===== src/rtl/cpu_defines.svh =====
`ifndef CPU_DEFINES_SVH
`define CPU_DEFINES_SVH

// Machine widths
`define DATA_WIDTH      32
`define REG_ADDR_WIDTH  5

// PC after reset
`define RESET_PC        32'h0000_0000

// All-zero word, SLL $0,$0,0
`define NOP_INSTR       32'h0000_0000

// Major opcodes, instr[31:26]
`define OP_RTYPE        6'b000000
`define OP_ADDIU        6'b001001
`define OP_ORI          6'b001101
`define OP_LUI          6'b001111
`define OP_LW           6'b100011
`define OP_SW           6'b101011

// R-type function codes, instr[5:0]
`define FN_ADDU         6'b100001
`define FN_SUBU         6'b100011
`define FN_AND          6'b100100
`define FN_OR           6'b100101
`define FN_SLT          6'b101010

`endif


===== src/rtl/cpu_pkg.sv =====
`default_nettype none

`include "cpu_defines.svh"

package cpu_pkg;

    // One data or address word
    typedef logic [`DATA_WIDTH-1:0] word_t;

    // General register number
    typedef logic [`REG_ADDR_WIDTH-1:0] reg_addr_t;

    // ALU operations of the integer subset
    typedef enum logic [2:0] {
        ALU_ADD,
        ALU_SUB,
        ALU_AND,
        ALU_OR,
        ALU_SLT,    // signed compare
        ALU_LUI     // immediate moved to the upper half
    } alu_op_t;

    // Source of an EX operand
    typedef enum logic [1:0] {
        FWD_IDEX,   // value read in ID
        FWD_MEM,    // EX/MEM result
        FWD_WB      // MEM/WB writeback data
    } fwd_sel_t;

endpackage

`default_nettype wire


===== src/rtl/decode_stage.sv =====
`default_nettype none

`include "cpu_defines.svh"

module decode_stage (
    input  logic               clk,
    input  logic               reset,
    input  logic               mem_stall,
    input  logic               load_use_stall,
    input  cpu_pkg::word_t     ifid_instr,
    input  cpu_pkg::word_t     rs_data,
    input  cpu_pkg::word_t     rt_data,
    output cpu_pkg::reg_addr_t rs_addr,
    output cpu_pkg::reg_addr_t rt_addr,
    output cpu_pkg::reg_addr_t ex_rs_addr,
    output cpu_pkg::reg_addr_t ex_rt_addr,
    output cpu_pkg::reg_addr_t ex_rd_addr,
    output cpu_pkg::word_t     ex_op_a,
    output cpu_pkg::word_t     ex_op_b,
    output cpu_pkg::word_t     ex_imm,
    output cpu_pkg::alu_op_t   ex_alu_op,
    output logic               ex_b_sel,
    output logic               ex_reg_w,
    output logic               ex_mem_r,
    output logic               ex_mem_w
);

    import cpu_pkg::*;

    logic [5:0] opcode;
    logic [5:0] funct;
    logic [15:0] imm16;
    reg_addr_t  dst_addr;
    word_t      imm_ext;
    alu_op_t    id_alu_op;
    logic       id_b_sel;
    logic       id_reg_w;
    logic       id_mem_r;
    logic       id_mem_w;
    logic       id_zero_ext;
    logic       id_dst_rd;
    logic       id_uses_rt;

    assign opcode = ifid_instr[31:26];
    assign funct  = ifid_instr[5:0];
    assign imm16  = ifid_instr[15:0];

    ////////////////////////////////////////////////////////////
    // Instruction decoder
    ////////////////////////////////////////////////////////////

    // Unknown encodings fall through as a no-op
    always_comb begin
        id_alu_op   = ALU_ADD;
        id_b_sel    = 1'b0;
        id_reg_w    = 1'b0;
        id_mem_r    = 1'b0;
        id_mem_w    = 1'b0;
        id_zero_ext = 1'b0;
        id_dst_rd   = 1'b0;
        id_uses_rt  = 1'b0;
        case (opcode)
            `OP_RTYPE: begin
                id_dst_rd  = 1'b1;
                id_uses_rt = 1'b1;
                id_reg_w   = 1'b1;
                case (funct)
                    `FN_ADDU: id_alu_op = ALU_ADD;
                    `FN_SUBU: id_alu_op = ALU_SUB;
                    `FN_AND:  id_alu_op = ALU_AND;
                    `FN_OR:   id_alu_op = ALU_OR;
                    `FN_SLT:  id_alu_op = ALU_SLT;
                    default:  id_reg_w  = 1'b0;
                endcase
            end
            `OP_ADDIU: begin
                id_b_sel = 1'b1;
                id_reg_w = 1'b1;
            end
            `OP_ORI: begin
                id_alu_op   = ALU_OR;
                id_zero_ext = 1'b1;
                id_b_sel    = 1'b1;
                id_reg_w    = 1'b1;
            end
            `OP_LUI: begin
                id_alu_op = ALU_LUI;
                id_b_sel  = 1'b1;
                id_reg_w  = 1'b1;
            end
            `OP_LW: begin
                id_b_sel = 1'b1;
                id_reg_w = 1'b1;
                id_mem_r = 1'b1;
            end
            `OP_SW: begin
                id_b_sel   = 1'b1;
                id_mem_w   = 1'b1;
                id_uses_rt = 1'b1;
            end
            default: ;
        endcase
    end

    // rt only counts as a source when it is really read
    assign rs_addr  = ifid_instr[25:21];
    assign rt_addr  = id_uses_rt ? ifid_instr[20:16] : '0;
    assign dst_addr = !id_reg_w ? '0 : (id_dst_rd ? ifid_instr[15:11] : ifid_instr[20:16]);
    assign imm_ext  = id_zero_ext ? {{(`DATA_WIDTH-16){1'b0}}, imm16}
                                  : {{(`DATA_WIDTH-16){imm16[15]}}, imm16};

    ////////////////////////////////////////////////////////////
    // ID/EX register
    ////////////////////////////////////////////////////////////

    always_ff @(posedge clk) begin
        if (reset || (load_use_stall && !mem_stall)) begin
            ex_rs_addr <= '0;
            ex_rt_addr <= '0;
            ex_rd_addr <= '0;
            ex_alu_op  <= ALU_ADD;
            ex_b_sel   <= 1'b0;
            ex_reg_w   <= 1'b0;
            ex_mem_r   <= 1'b0;
            ex_mem_w   <= 1'b0;
        end else if (!mem_stall) begin
            ex_rs_addr <= rs_addr;
            ex_rt_addr <= rt_addr;
            ex_rd_addr <= dst_addr;
            ex_alu_op  <= id_alu_op;
            ex_b_sel   <= id_b_sel;
            ex_reg_w   <= id_reg_w;
            ex_mem_r   <= id_mem_r;
            ex_mem_w   <= id_mem_w;
        end
    end

    // Operand payload
    always_ff @(posedge clk) begin
        if (!mem_stall) begin
            ex_op_a <= rs_data;
            ex_op_b <= rt_data;
            ex_imm  <= imm_ext;
        end
    end

endmodule

`default_nettype wire


===== src/rtl/execute_stage.sv =====
`default_nettype none

module execute_stage (
    input  logic               clk,
    input  logic               reset,
    input  logic               mem_stall,
    input  cpu_pkg::reg_addr_t ex_rd_addr,
    input  cpu_pkg::word_t     ex_op_a,
    input  cpu_pkg::word_t     ex_op_b,
    input  cpu_pkg::word_t     ex_imm,
    input  cpu_pkg::alu_op_t   ex_alu_op,
    input  logic               ex_b_sel,
    input  logic               ex_reg_w,
    input  logic               ex_mem_r,
    input  logic               ex_mem_w,
    input  cpu_pkg::fwd_sel_t  fwd_a_sel,
    input  cpu_pkg::fwd_sel_t  fwd_b_sel,
    input  cpu_pkg::word_t     wb_data,
    output cpu_pkg::word_t     dmem_addr,
    output cpu_pkg::word_t     dmem_wdata,
    output logic               dmem_read,
    output logic               dmem_write,
    output cpu_pkg::reg_addr_t mem_rd_addr,
    output logic               mem_reg_w,
    output logic               mem_mem_r
);

    import cpu_pkg::*;

    word_t fwd_a;
    word_t fwd_b;
    word_t alu_b;
    word_t alu_y;

    ////////////////////////////////////////////////////////////
    // Operand forwarding
    ////////////////////////////////////////////////////////////

    always_comb begin
        case (fwd_a_sel)
            FWD_MEM: fwd_a = dmem_addr;
            FWD_WB:  fwd_a = wb_data;
            default: fwd_a = ex_op_a;
        endcase
        case (fwd_b_sel)
            FWD_MEM: fwd_b = dmem_addr;
            FWD_WB:  fwd_b = wb_data;
            default: fwd_b = ex_op_b;
        endcase
    end

    // Forwarded rt is still the store data for SW
    assign alu_b = ex_b_sel ? ex_imm : fwd_b;

    always_comb begin
        alu_y = '0;
        case (ex_alu_op)
            ALU_ADD: alu_y = fwd_a + alu_b;
            ALU_SUB: alu_y = fwd_a - alu_b;
            ALU_AND: alu_y = fwd_a & alu_b;
            ALU_OR:  alu_y = fwd_a | alu_b;
            ALU_SLT: alu_y[0] = $signed(fwd_a) < $signed(alu_b);
            ALU_LUI: alu_y = {alu_b[15:0], 16'h0000};
            default: alu_y = '0;
        endcase
    end

    ////////////////////////////////////////////////////////////
    // EX/MEM register
    ////////////////////////////////////////////////////////////

    always_ff @(posedge clk) begin
        if (reset) begin
            mem_rd_addr <= '0;
            mem_reg_w   <= 1'b0;
            mem_mem_r   <= 1'b0;
            dmem_write  <= 1'b0;
        end else if (!mem_stall) begin
            mem_rd_addr <= ex_rd_addr;
            mem_reg_w   <= ex_reg_w;
            mem_mem_r   <= ex_mem_r;
            dmem_write  <= ex_mem_w;
        end
    end

    always_ff @(posedge clk) begin
        if (!mem_stall) begin
            dmem_addr  <= alu_y;
            dmem_wdata <= fwd_b;
        end
    end

    assign dmem_read = mem_mem_r;

endmodule

`default_nettype wire


===== src/rtl/fetch_stage.sv =====
`default_nettype none

`include "cpu_defines.svh"

module fetch_stage (
    input  logic           clk,
    input  logic           reset,
    input  logic           mem_stall,
    input  logic           load_use_stall,
    input  cpu_pkg::word_t instr,
    output cpu_pkg::word_t instr_addr,
    output cpu_pkg::word_t ifid_instr
);

    import cpu_pkg::*;

    word_t pc;
    word_t pc_next;
    logic  hold;

    // No branches in this core, so the next PC is always sequential
    assign pc_next    = pc + word_t'(4);
    assign hold       = mem_stall | load_use_stall;
    assign instr_addr = pc;

    // PC and IF/ID advance together
    always_ff @(posedge clk) begin
        if (reset) begin
            pc         <= `RESET_PC;
            ifid_instr <= `NOP_INSTR;
        end else if (!hold) begin
            pc         <= pc_next;
            ifid_instr <= instr;
        end
    end

endmodule

`default_nettype wire


===== src/rtl/hazard_unit.sv =====
`default_nettype none

module hazard_unit (
    input  cpu_pkg::reg_addr_t rs_addr,
    input  cpu_pkg::reg_addr_t rt_addr,
    input  cpu_pkg::reg_addr_t ex_rs_addr,
    input  cpu_pkg::reg_addr_t ex_rt_addr,
    input  cpu_pkg::reg_addr_t ex_rd_addr,
    input  logic               ex_mem_r,
    input  cpu_pkg::reg_addr_t mem_rd_addr,
    input  logic               mem_reg_w,
    input  logic               mem_mem_r,
    input  cpu_pkg::reg_addr_t wb_rd_addr,
    input  logic               wb_reg_w,
    output cpu_pkg::fwd_sel_t  fwd_a_sel,
    output cpu_pkg::fwd_sel_t  fwd_b_sel,
    output logic               load_use_stall
);

    import cpu_pkg::*;

    // MEM is the younger producer and wins over WB
    function automatic fwd_sel_t pick_source(input reg_addr_t src);
        if (src == '0)
            return FWD_IDEX;
        if (mem_reg_w && !mem_mem_r && mem_rd_addr == src)
            return FWD_MEM;
        if (wb_reg_w && wb_rd_addr == src)
            return FWD_WB;
        return FWD_IDEX;
    endfunction

    always_comb begin
        fwd_a_sel = pick_source(ex_rs_addr);
        fwd_b_sel = pick_source(ex_rt_addr);
    end

    // Load data exists only after MEM, so a reader right behind it waits one cycle
    assign load_use_stall = ex_mem_r && ex_rd_addr != '0 &&
                            (ex_rd_addr == rs_addr || ex_rd_addr == rt_addr);

endmodule

`default_nettype wire


===== src/rtl/pipeline.sv =====
`default_nettype none

module pipeline (
    input  logic               clk,
    input  logic               reset,
    output cpu_pkg::word_t     instr_addr,
    input  cpu_pkg::word_t     instr,
    output cpu_pkg::word_t     dmem_addr,
    output cpu_pkg::word_t     dmem_wdata,
    output logic               dmem_read,
    output logic               dmem_write,
    input  cpu_pkg::word_t     dmem_rdata,
    input  logic               mem_stall,
    input  cpu_pkg::reg_addr_t dbg_reg_addr,
    output cpu_pkg::word_t     dbg_reg
);

    import cpu_pkg::*;

    // IF/ID and register reads
    word_t     ifid_instr;
    reg_addr_t rs_addr;
    reg_addr_t rt_addr;
    word_t     rs_data;
    word_t     rt_data;

    // ID/EX
    reg_addr_t ex_rs_addr;
    reg_addr_t ex_rt_addr;
    reg_addr_t ex_rd_addr;
    word_t     ex_op_a;
    word_t     ex_op_b;
    word_t     ex_imm;
    alu_op_t   ex_alu_op;
    logic      ex_b_sel;
    logic      ex_reg_w;
    logic      ex_mem_r;
    logic      ex_mem_w;

    // EX/MEM, MEM/WB and hazard control
    reg_addr_t mem_rd_addr;
    logic      mem_reg_w;
    logic      mem_mem_r;
    logic      wb_reg_w;
    reg_addr_t wb_rd_addr;
    word_t     wb_data;
    fwd_sel_t  fwd_a_sel;
    fwd_sel_t  fwd_b_sel;
    logic      load_use_stall;

    ////////////////////////////////////////////////////////////
    // IF and ID
    ////////////////////////////////////////////////////////////

    fetch_stage u_fetch (
        .clk            ( clk            ),
        .reset          ( reset          ),
        .mem_stall      ( mem_stall      ),
        .load_use_stall ( load_use_stall ),
        .instr          ( instr          ),
        .instr_addr     ( instr_addr     ),
        .ifid_instr     ( ifid_instr     )
    );

    reg_file u_gpr (
        .clk          ( clk          ),
        .reset        ( reset        ),
        .write        ( wb_reg_w     ),
        .rs_addr      ( rs_addr      ),
        .rt_addr      ( rt_addr      ),
        .rd_addr      ( wb_rd_addr   ),
        .rd_in        ( wb_data      ),
        .dbg_reg_addr ( dbg_reg_addr ),
        .rs_out       ( rs_data      ),
        .rt_out       ( rt_data      ),
        .dbg_reg      ( dbg_reg      )
    );

    decode_stage u_decode (
        .clk            ( clk            ),
        .reset          ( reset          ),
        .mem_stall      ( mem_stall      ),
        .load_use_stall ( load_use_stall ),
        .ifid_instr     ( ifid_instr     ),
        .rs_data        ( rs_data        ),
        .rt_data        ( rt_data        ),
        .rs_addr        ( rs_addr        ),
        .rt_addr        ( rt_addr        ),
        .ex_rs_addr     ( ex_rs_addr     ),
        .ex_rt_addr     ( ex_rt_addr     ),
        .ex_rd_addr     ( ex_rd_addr     ),
        .ex_op_a        ( ex_op_a        ),
        .ex_op_b        ( ex_op_b        ),
        .ex_imm         ( ex_imm         ),
        .ex_alu_op      ( ex_alu_op      ),
        .ex_b_sel       ( ex_b_sel       ),
        .ex_reg_w       ( ex_reg_w       ),
        .ex_mem_r       ( ex_mem_r       ),
        .ex_mem_w       ( ex_mem_w       )
    );

    hazard_unit u_hazard (
        .rs_addr        ( rs_addr        ),
        .rt_addr        ( rt_addr        ),
        .ex_rs_addr     ( ex_rs_addr     ),
        .ex_rt_addr     ( ex_rt_addr     ),
        .ex_rd_addr     ( ex_rd_addr     ),
        .ex_mem_r       ( ex_mem_r       ),
        .mem_rd_addr    ( mem_rd_addr    ),
        .mem_reg_w      ( mem_reg_w      ),
        .mem_mem_r      ( mem_mem_r      ),
        .wb_rd_addr     ( wb_rd_addr     ),
        .wb_reg_w       ( wb_reg_w       ),
        .fwd_a_sel      ( fwd_a_sel      ),
        .fwd_b_sel      ( fwd_b_sel      ),
        .load_use_stall ( load_use_stall )
    );

    ////////////////////////////////////////////////////////////
    // EX, MEM and WB
    ////////////////////////////////////////////////////////////

    execute_stage u_execute (
        .clk         ( clk         ),
        .reset       ( reset       ),
        .mem_stall   ( mem_stall   ),
        .ex_rd_addr  ( ex_rd_addr  ),
        .ex_op_a     ( ex_op_a     ),
        .ex_op_b     ( ex_op_b     ),
        .ex_imm      ( ex_imm      ),
        .ex_alu_op   ( ex_alu_op   ),
        .ex_b_sel    ( ex_b_sel    ),
        .ex_reg_w    ( ex_reg_w    ),
        .ex_mem_r    ( ex_mem_r    ),
        .ex_mem_w    ( ex_mem_w    ),
        .fwd_a_sel   ( fwd_a_sel   ),
        .fwd_b_sel   ( fwd_b_sel   ),
        .wb_data     ( wb_data     ),
        .dmem_addr   ( dmem_addr   ),
        .dmem_wdata  ( dmem_wdata  ),
        .dmem_read   ( dmem_read   ),
        .dmem_write  ( dmem_write  ),
        .mem_rd_addr ( mem_rd_addr ),
        .mem_reg_w   ( mem_reg_w   ),
        .mem_mem_r   ( mem_mem_r   )
    );

    writeback_stage u_writeback (
        .clk         ( clk         ),
        .reset       ( reset       ),
        .mem_stall   ( mem_stall   ),
        .dmem_addr   ( dmem_addr   ),
        .dmem_rdata  ( dmem_rdata  ),
        .mem_rd_addr ( mem_rd_addr ),
        .mem_reg_w   ( mem_reg_w   ),
        .mem_mem_r   ( mem_mem_r   ),
        .wb_reg_w    ( wb_reg_w    ),
        .wb_rd_addr  ( wb_rd_addr  ),
        .wb_data     ( wb_data     )
    );

endmodule

`default_nettype wire


===== src/rtl/reg_file.sv =====
`default_nettype none

`include "cpu_defines.svh"

module reg_file (
    input  logic                       clk,
    input  logic                       reset,
    input  logic                       write,
    input  logic [`REG_ADDR_WIDTH-1:0] rs_addr,
    input  logic [`REG_ADDR_WIDTH-1:0] rt_addr,
    input  logic [`REG_ADDR_WIDTH-1:0] rd_addr,
    input  logic [`DATA_WIDTH-1:0]     rd_in,
    input  logic [`REG_ADDR_WIDTH-1:0] dbg_reg_addr,
    output logic [`DATA_WIDTH-1:0]     rs_out,
    output logic [`DATA_WIDTH-1:0]     rt_out,
    output logic [`DATA_WIDTH-1:0]     dbg_reg
);

    logic [`DATA_WIDTH-1:0] regs [0:(1<<`REG_ADDR_WIDTH)-1];

    // $0 reads zero, a register being written returns the new value
    function automatic logic [`DATA_WIDTH-1:0] read_port(
        input logic [`REG_ADDR_WIDTH-1:0] addr
    );
        if (addr == '0)
            return '0;
        if (write && addr == rd_addr)
            return rd_in;
        return regs[addr];
    endfunction

    always_comb begin
        rs_out  = read_port(rs_addr);
        rt_out  = read_port(rt_addr);
        dbg_reg = read_port(dbg_reg_addr);
    end

    always_ff @(posedge clk) begin
        if (reset) begin
            for (int i = 0; i < (1 << `REG_ADDR_WIDTH); i++)
                regs[i] <= '0;
        end else if (write && rd_addr != '0) begin
            regs[rd_addr] <= rd_in;
        end
    end

endmodule

`default_nettype wire


===== src/rtl/writeback_stage.sv =====
`default_nettype none

module writeback_stage (
    input  logic               clk,
    input  logic               reset,
    input  logic               mem_stall,
    input  cpu_pkg::word_t     dmem_addr,
    input  cpu_pkg::word_t     dmem_rdata,
    input  cpu_pkg::reg_addr_t mem_rd_addr,
    input  logic               mem_reg_w,
    input  logic               mem_mem_r,
    output logic               wb_reg_w,
    output cpu_pkg::reg_addr_t wb_rd_addr,
    output cpu_pkg::word_t     wb_data
);

    import cpu_pkg::*;

    logic  wb_mem_r;
    word_t wb_alu;
    word_t wb_load;

    always_ff @(posedge clk) begin
        if (reset) begin
            wb_reg_w   <= 1'b0;
            wb_rd_addr <= '0;
            wb_mem_r   <= 1'b0;
        end else if (!mem_stall) begin
            wb_reg_w   <= mem_reg_w;
            wb_rd_addr <= mem_rd_addr;
            wb_mem_r   <= mem_mem_r;
        end
    end

    // Load data is sampled only once memory has answered
    always_ff @(posedge clk) begin
        if (!mem_stall) begin
            wb_alu  <= dmem_addr;
            wb_load <= dmem_rdata;
        end
    end

    assign wb_data = wb_mem_r ? wb_load : wb_alu;

endmodule

`default_nettype wire


===== config.mk =====
export PLATFORM = sky130hd
export DESIGN_NAME = pipeline
export DESIGN_NICKNAME = d
export VERILOG_FILES = /design/src/rtl/cpu_pkg.sv /design/src/rtl/decode_stage.sv /design/src/rtl/execute_stage.sv /design/src/rtl/fetch_stage.sv /design/src/rtl/hazard_unit.sv /design/src/rtl/pipeline.sv /design/src/rtl/reg_file.sv /design/src/rtl/writeback_stage.sv
export VERILOG_INCLUDE_DIRS = /design/src /design/src/rtl
export SDC_FILE = /design/constraint.sdc
export NUM_CORES = 2
export LEC_CHECK = 0
export BUFFER_PORTS_ARGS = -buffer_cell sky130_fd_sc_hd__buf_2
export CORE_MARGIN = 2
export CORE_UTILIZATION = 32
export CTS_CLUSTER_DIAMETER = 80
export DETAILED_ROUTE_END_ITERATION = 10
export PLACE_DENSITY = 0.45
export SLEW_MARGIN = 20
export SYNTH_ARGS = -nofsm -noshare
export SYNTH_HDL_FRONTEND = slang
export SYNTH_SLANG_ARGS = --single-unit

===== constraint.sdc =====
create_clock -name clk -period 11.3 [get_ports clk]
set_input_delay 1.13 -clock clk [delete_from_list [all_inputs] [get_ports clk]]
set_output_delay 1.13 -clock clk [all_outputs]
set_load 0.02 [all_outputs]

# After elaboration in Yosys (flattened, before gate mapping)
# Memory sizes are Yosys's and may differ from the RTL's. A register that Yosys moved wholly into a read port is not among the register bits.
# Cells that the tools add are included.
# word_totals
ff_bits	310
latchBits	0
mem_bits_rw	1024
mem_bits_ro	0
in_bits	72
out_inout_bits	130
word_cells	165
memories	1
# op_classes
addsub	3
mul	0
div_mod_pow	0
order_cmp	1
n_eq_ne	28
n_shift	0
n_mux	74
n_bitwise	3
reduce_logical	30
# memory_table
name	words	word_bits	read_ports	rd_ports_with_merged_regs	wr	line	text
u_gpr.regs	32	32	3	1	32	reg_file.sv:19	logic [`DATA_WIDTH-1:0] regs [0:(1<<`REG_ADDR_WIDTH)-1];
# op_table
cell	count
$mux 32	15
$pmux 31 s5	1
$pmux 32 s2	2
$eq 5x5->1	9
$eq 6x6->1 const B	7
$mux 1	34
$add 32x3->32 const B	1
$add 32x32->32	1
$and 32x32->32	1
$lt 32x32->1	1
$or 32x32->32	1
$reduce_or 32->1	1
$sub 32x32->32	1
$mux 5	6
$logic_not 5->1	5
$mux 2	12
$eq 6x4->1 const B	3
$logic_and 1x1->1	12
$pmux 3 s4	1
$reduce_bool 5->1	2
$reduce_or 5->1	2
$pmux 3 s3	1
$eq 3x2->1 const B	2
$eq 3x3->1 const B	2
12 further kinds	16

# Logic depth before layout (Yosys ltp)
# depth
ltp_word	15
ltp_mapped	26

# By module
# From an unflattened synthesis, not the netlist that was laid out.
# hier_totals
cells_unflattened	6434
hier_area_um2	81568.2
# by_module_without_submodules
mod	instances	cells_each	area_each_um2
reg_file	1	4614	63721.1
execute_stage	1	1122	8534.4
decode_stage	1	210	3603.5
writeback_stage	1	123	2707.6
fetch_stage	1	311	2583.7
hazard_unit	1	54	417.9

# Worst setup path before layout
# Ideal clock, no wire load.
# synth_path
kind	in2reg
start	in mem_stall
end	reg u_fetch.pc[26], in the netlist u_fetch.instr_addr[26]
arrival_time_ns	6.702
slack_ns	4.470
path_stages	5
cell_sequence	inv_1 > nand4_2 > nor4_2 > xnor2_1 > nor2_1
# synth_between
elab_chain_len	1
# synth_rtl
element	line	text
start: declaration	pipeline.sv:13	input logic mem_stall,
$or 1x1->1	fetch_stage.sv:23	assign hold = mem_stall | load_use_stall;
end signal: assignment	fetch_stage.sv:29	pc <= `RESET_PC;
end signal: assignment	fetch_stage.sv:32	pc <= pc_next;
end: declaration	fetch_stage.sv:17	word_t pc;
# Every way passes these cells.
# A chain may end at the register's enable or synchronous reset.

# Final worst setup path
# layout_path
start	reg u_execute.mem_rd_addr[3]
end	reg u_execute.dmem_addr[27] (data pin)
# layout_between
elab_chain_len	12
# layout_rtl
element	line	text
start: declaration	execute_stage.sv:23	output cpu_pkg::reg_addr_t mem_rd_addr,
start signal: assignment	execute_stage.sv:79	mem_rd_addr <= ex_rd_addr;
$eq 5x5->1	hazard_unit.sv:26	if (mem_reg_w && !mem_mem_r && mem_rd_addr == src)
$logic_and 1x1->1	hazard_unit.sv:26	
$mux 2	hazard_unit.sv:26	
$mux 2	hazard_unit.sv:28	if (wb_reg_w && wb_rd_addr == src)
$mux 2	hazard_unit.sv:30	return FWD_IDEX;
$mux 2	hazard_unit.sv:28	
$mux 2	hazard_unit.sv:26	
$eq 2x2->1 / $eq 2x1->1 (equally long branches)	execute_stage.sv:45	case (fwd_b_sel)
$pmux 32 s2	execute_stage.sv:45	
$mux 32	execute_stage.sv:53	assign alu_b = ex_b_sel ? ex_imm : fwd_b;
$sub 32x32->32, or another cell as far along	execute_stage.sv:59	ALU_SUB: alu_y = fwd_a - alu_b;
$pmux 31 s5 *	execute_stage.sv:57	case (ex_alu_op)
named net u_execute.alu_y[27]	execute_stage.sv:33	word_t alu_y;
end signal: assignment	execute_stage.sv:88	dmem_addr <= alu_y;
end: declaration	execute_stage.sv:19	output cpu_pkg::word_t dmem_addr,
# Mark *: on every way through the listed nets, which the timed path passes. The rest lies on a longest branch. The select of a mux whose other input is x is not followed.

==> impl_metrics.csv <==
group,metric,value,unit
synthesis,yosys_warnings,0,
timing,worst_pin_slew,1.15,ns
synthesis,yosysMostFrequentCell,"edfxtp_1",
global_routing,grt_pass1_wl,492000,um
timing,hold_viol_final,0,
clock_network,h-tree-depth,4,
finish,finalNonFillerCells,10200,
power_and_ir_drop,powerDensity,151,nW/um^2
clock_network,cts.repair.resized,0,
worst_setup_path,cpMostUsedCell,"a21oi_1",
synthesis,ys_async_sr_fraction,0,
placement,place_hpwl,222000,um
synthesis,synth_top_area_frac,0.464,
timing,slew_viol_final,0,
timing,timing.fmax,0.146,GHz
global_routing,overflow,0,
global_routing,grt_pass1_vias,59200,
finish,syn_to_final_growth,13.0,%
detailed_routing,drc,0,
die,core,248000,um^2
synthesis,synth_cells,6748,
synthesis,synth.avg_cell_area,11.8,um^2
global_routing,antenna_found_initial,33,
worst_setup_path,worstPathArrival,7.55,ns
placement,gp_congestion,0.942,
global_routing,grt_start_max_net_pins,113,
finish,drive_gt1_frac,0.226,
worst_setup_path,critPathLaunchType,"flop",
clock_network,cts_sinks,1337,
global_routing,grtUsageMet2,0.443,
worst_setup_path,path_delay_family,"compound AO/OA/AOI/OAI gates",
clock_network,post_cts_buffers,0,
synthesis,synthTopCellsByArea,"edfxtp_1 (46%), mux4_2 (19%), nor2_1 (5.7%)",
power_and_ir_drop,peakVddDrop,0.000169,V
worst_setup_path,path_buf_inv,2,
die,die_x,503,um
worst_setup_path,cp_cell_sequence,"xnor2_1 -> nand4_1 -> nor4b_1 -> nor2b_1 -> inv_1 -> ha_2 -> inv_1 -> o21ai_0 -> mux2i_1 -> nor2_1 -> a21oi_1 -> ha_1 -> nand3b_1 -> a21oi_1 -> o211ai_1 -> a211oi_1 -> a21oi_1 -> o221ai_1 -> a211oi_1 -> or4_1 -> nand3_1",
finish,final_nets,6853,
global_routing,gr-usage-met1,0.361,
timing,timing.setup.tns,0,ns
clock_network,cts_root_buffer,"clkbuf_16",
synthesis,synthTopCellsByCount,"edfxtp_1 (1233), nor2_1 (1203), mux4_2 (656)",
placement,dp_cells,9847,
detailed_routing,ant_nets,0,
die,rows,183,
die,dieArea,253000,um^2
job,maxCapViolations,0,
timing,slew-limit-headroom,0.231,
worst_setup_path,critPathKind,"flop to flop",
die,start_util,0.322,
detailed_routing,drt_pass1_iterations,8,
die,die_h,503,um
min_path,hold_path_class,"flop to flop",
worst_setup_path,cp_slowest_cell,"a211oi_1",
global_routing,grt_use_total,0.278,
detailed_routing,drt-total-wl,359000,um
synthesis,ys.flop_type,"edfxtp_1",
clock_network,cts_buffer_depth,3,
detailed_routing,vias,61500,
clock_network,hold_buffers,0,
timing,period_minus_slack,6.85,ns
clock_network,cts_tree,"done",
worst_setup_path,critPathMaxFanout,26,
synthesis,netlist_area,79800,um^2
worst_setup_path,worstPathRequired,11.99,ns
global_routing,met3_usage,0.0699,
outcome,status,"finished, final reports clean",
detailed_routing,avgRoutedWirePerCell,35.3,um
global_routing,busiest_layer,"met2",
synthesis,yosysTopAreaCell,"edfxtp_1",
timing,rsz0062_at_grt,"no",
synthesis,synth_edf_count,1233,
synthesis,synth_cell_types,82,
detailed_routing,drt-initial-drc-count,7963,
timing,finalSetupViolations,0,
clock_network,clk_pin_slew,0.06,ns
worst_setup_path,crit_path_end_kind,"flop",
timing,finClkSkew,0.0349,ns
worst_setup_path,slowest_delay,0.75,ns
clock_network,clkLatencyLatePin,0.86,ns
placement,io_buffers,199,
timing,fin_crit_sh,0.607,
die,ios,202,
clock_network,cts_buffers,159,
power_and_ir_drop,p_leak,31.8,nW
synthesis,ys_seq_area_frac,0.490,
synthesis,yosys_register_bits,1337,
detailed_routing,viasPerCell,6.06,
[layout by cell type (no fill, tap or decap), types with 123 or more instances in the layout]
| cell type | n |
|---|---|
| nor2_1 | 1198 |
| clkbuf_16 | 161 |
| o21ai_0 | 243 |
| edfxtp_1 | 1233 |
| inv_1 | 143 |
| buf_4 | 202 |
| nor2b_1 | 123 |
| mux2i_1 | 231 |
| mux4_2 | 656 |
| a211oi_1 | 268 |
| buf_2 | 193 |
| nand2_1 | 551 |
| a21oi_1 | 357 |
[flip-flops by register name, summed over array words and instances (netlist names), 3 cells and up, named ones only]
| name | flops |
|---|---|
| u_writeback.wb_rd_addr | 5 |
| u_writeback.wb_load | 32 |
| u_gpr.regs | 1024 |
| u_execute.dmem_addr | 32 |
| u_decode.ex_alu_op | 3 |
| u_decode.ex_imm | 17 |
| u_decode.ex_op_b | 32 |
| u_fetch.ifid_instr | 32 |
| u_writeback.wb_alu | 32 |
| u_decode.ex_rd_addr | 5 |
| u_decode.ex_rs_addr | 5 |
| u_fetch.instr_addr | 30 |
| u_execute.mem_rd_addr | 5 |
| u_decode.ex_rt_addr | 5 |
| u_decode.ex_op_a | 32 |
| u_execute.dmem_wdata | 32 |
[power by group]
part	switching, mW	internal, mW	total, mW
registers	0.243	5.66	5.90
logic	1.53	0.782	2.31
clock network	2.28	3.11	5.38
total	4.04	9.55	13.6
[layer usage]
metal	vias up	share of wire
met3	773	0.11
li1	25300	-
met2	3773	0.46
met1	31700	0.39
met4	14	0.044
met5	-	0.00025
[layout make-up]
| class | count | area [um^2] |
|---|---|---|
| Inverter | 147 | 559 |
| Fill cell | 24100 | 158000 |
| Timing Repair Buffer | 408 | 2710 |
| Tap cell | 3330 | 4170 |
| Clock inverter | 89 | 1090 |
| Clock buffer | 207 | 4240 |
| Antenna cell | 7 | 17.5 |
| Sequential cell | 1337 | 39100 |
| Multi-Input combinational cell | 4625 | 38200 |
[logic make-up after synthesis]
logic type | after synthesis | share of synthesized area
compound gates | 1191 | 0.0953
other cells | 1 | 0.0000470
buf+inv | 819 | 0.0406
xor+xnor | 93 | 0.0102
mux | 1017 | 0.232
simple gates | 2187 | 0.115
fa+ha+maj | 103 | 0.0163
flops | 1337 | 0.490
[worst paths after layout]
| check | endpoint | cells past startpoint | slack (ns) | start |
|---|---|---|---|---|
| worst max register to register | u_execute.dmem_addr[27] | 21 | 4.45 | u_execute.mem_rd_addr[3] |
| worst min-delay path | u_decode.ex_imm[10] | 0 | 0.44 | u_fetch.ifid_instr[10] |
| worst min register to register | u_decode.ex_imm[10] | 0 | 0.44 | u_fetch.ifid_instr[10] |
| worst max-delay path | u_execute.dmem_addr[27] | 21 | 4.45 | u_execute.mem_rd_addr[3] |
[metrics by stage]
step | cell area (um^2) | hold slack (ns) | worst slack (ns) | power, mW | utilization
after global placement | 84800 | 0.416 | 4.56 | 8.26 | 0.342
final | 90200 | 0.438 | 4.45 | 13.6 | 0.363
after CTS | 90100 | 0.395 | 4.55 | 13.6 | 0.363
after detailed placement | 84800 | 0.418 | 4.57 | 8.26 | 0.342
after global routing | 90200 | 0.430 | 4.02 | 14.0 | 0.363
after floorplan | 79900 | 0.408 | 4.47 | 7.25 | -
No activity file was read; power rests on OpenSTA's default activity.
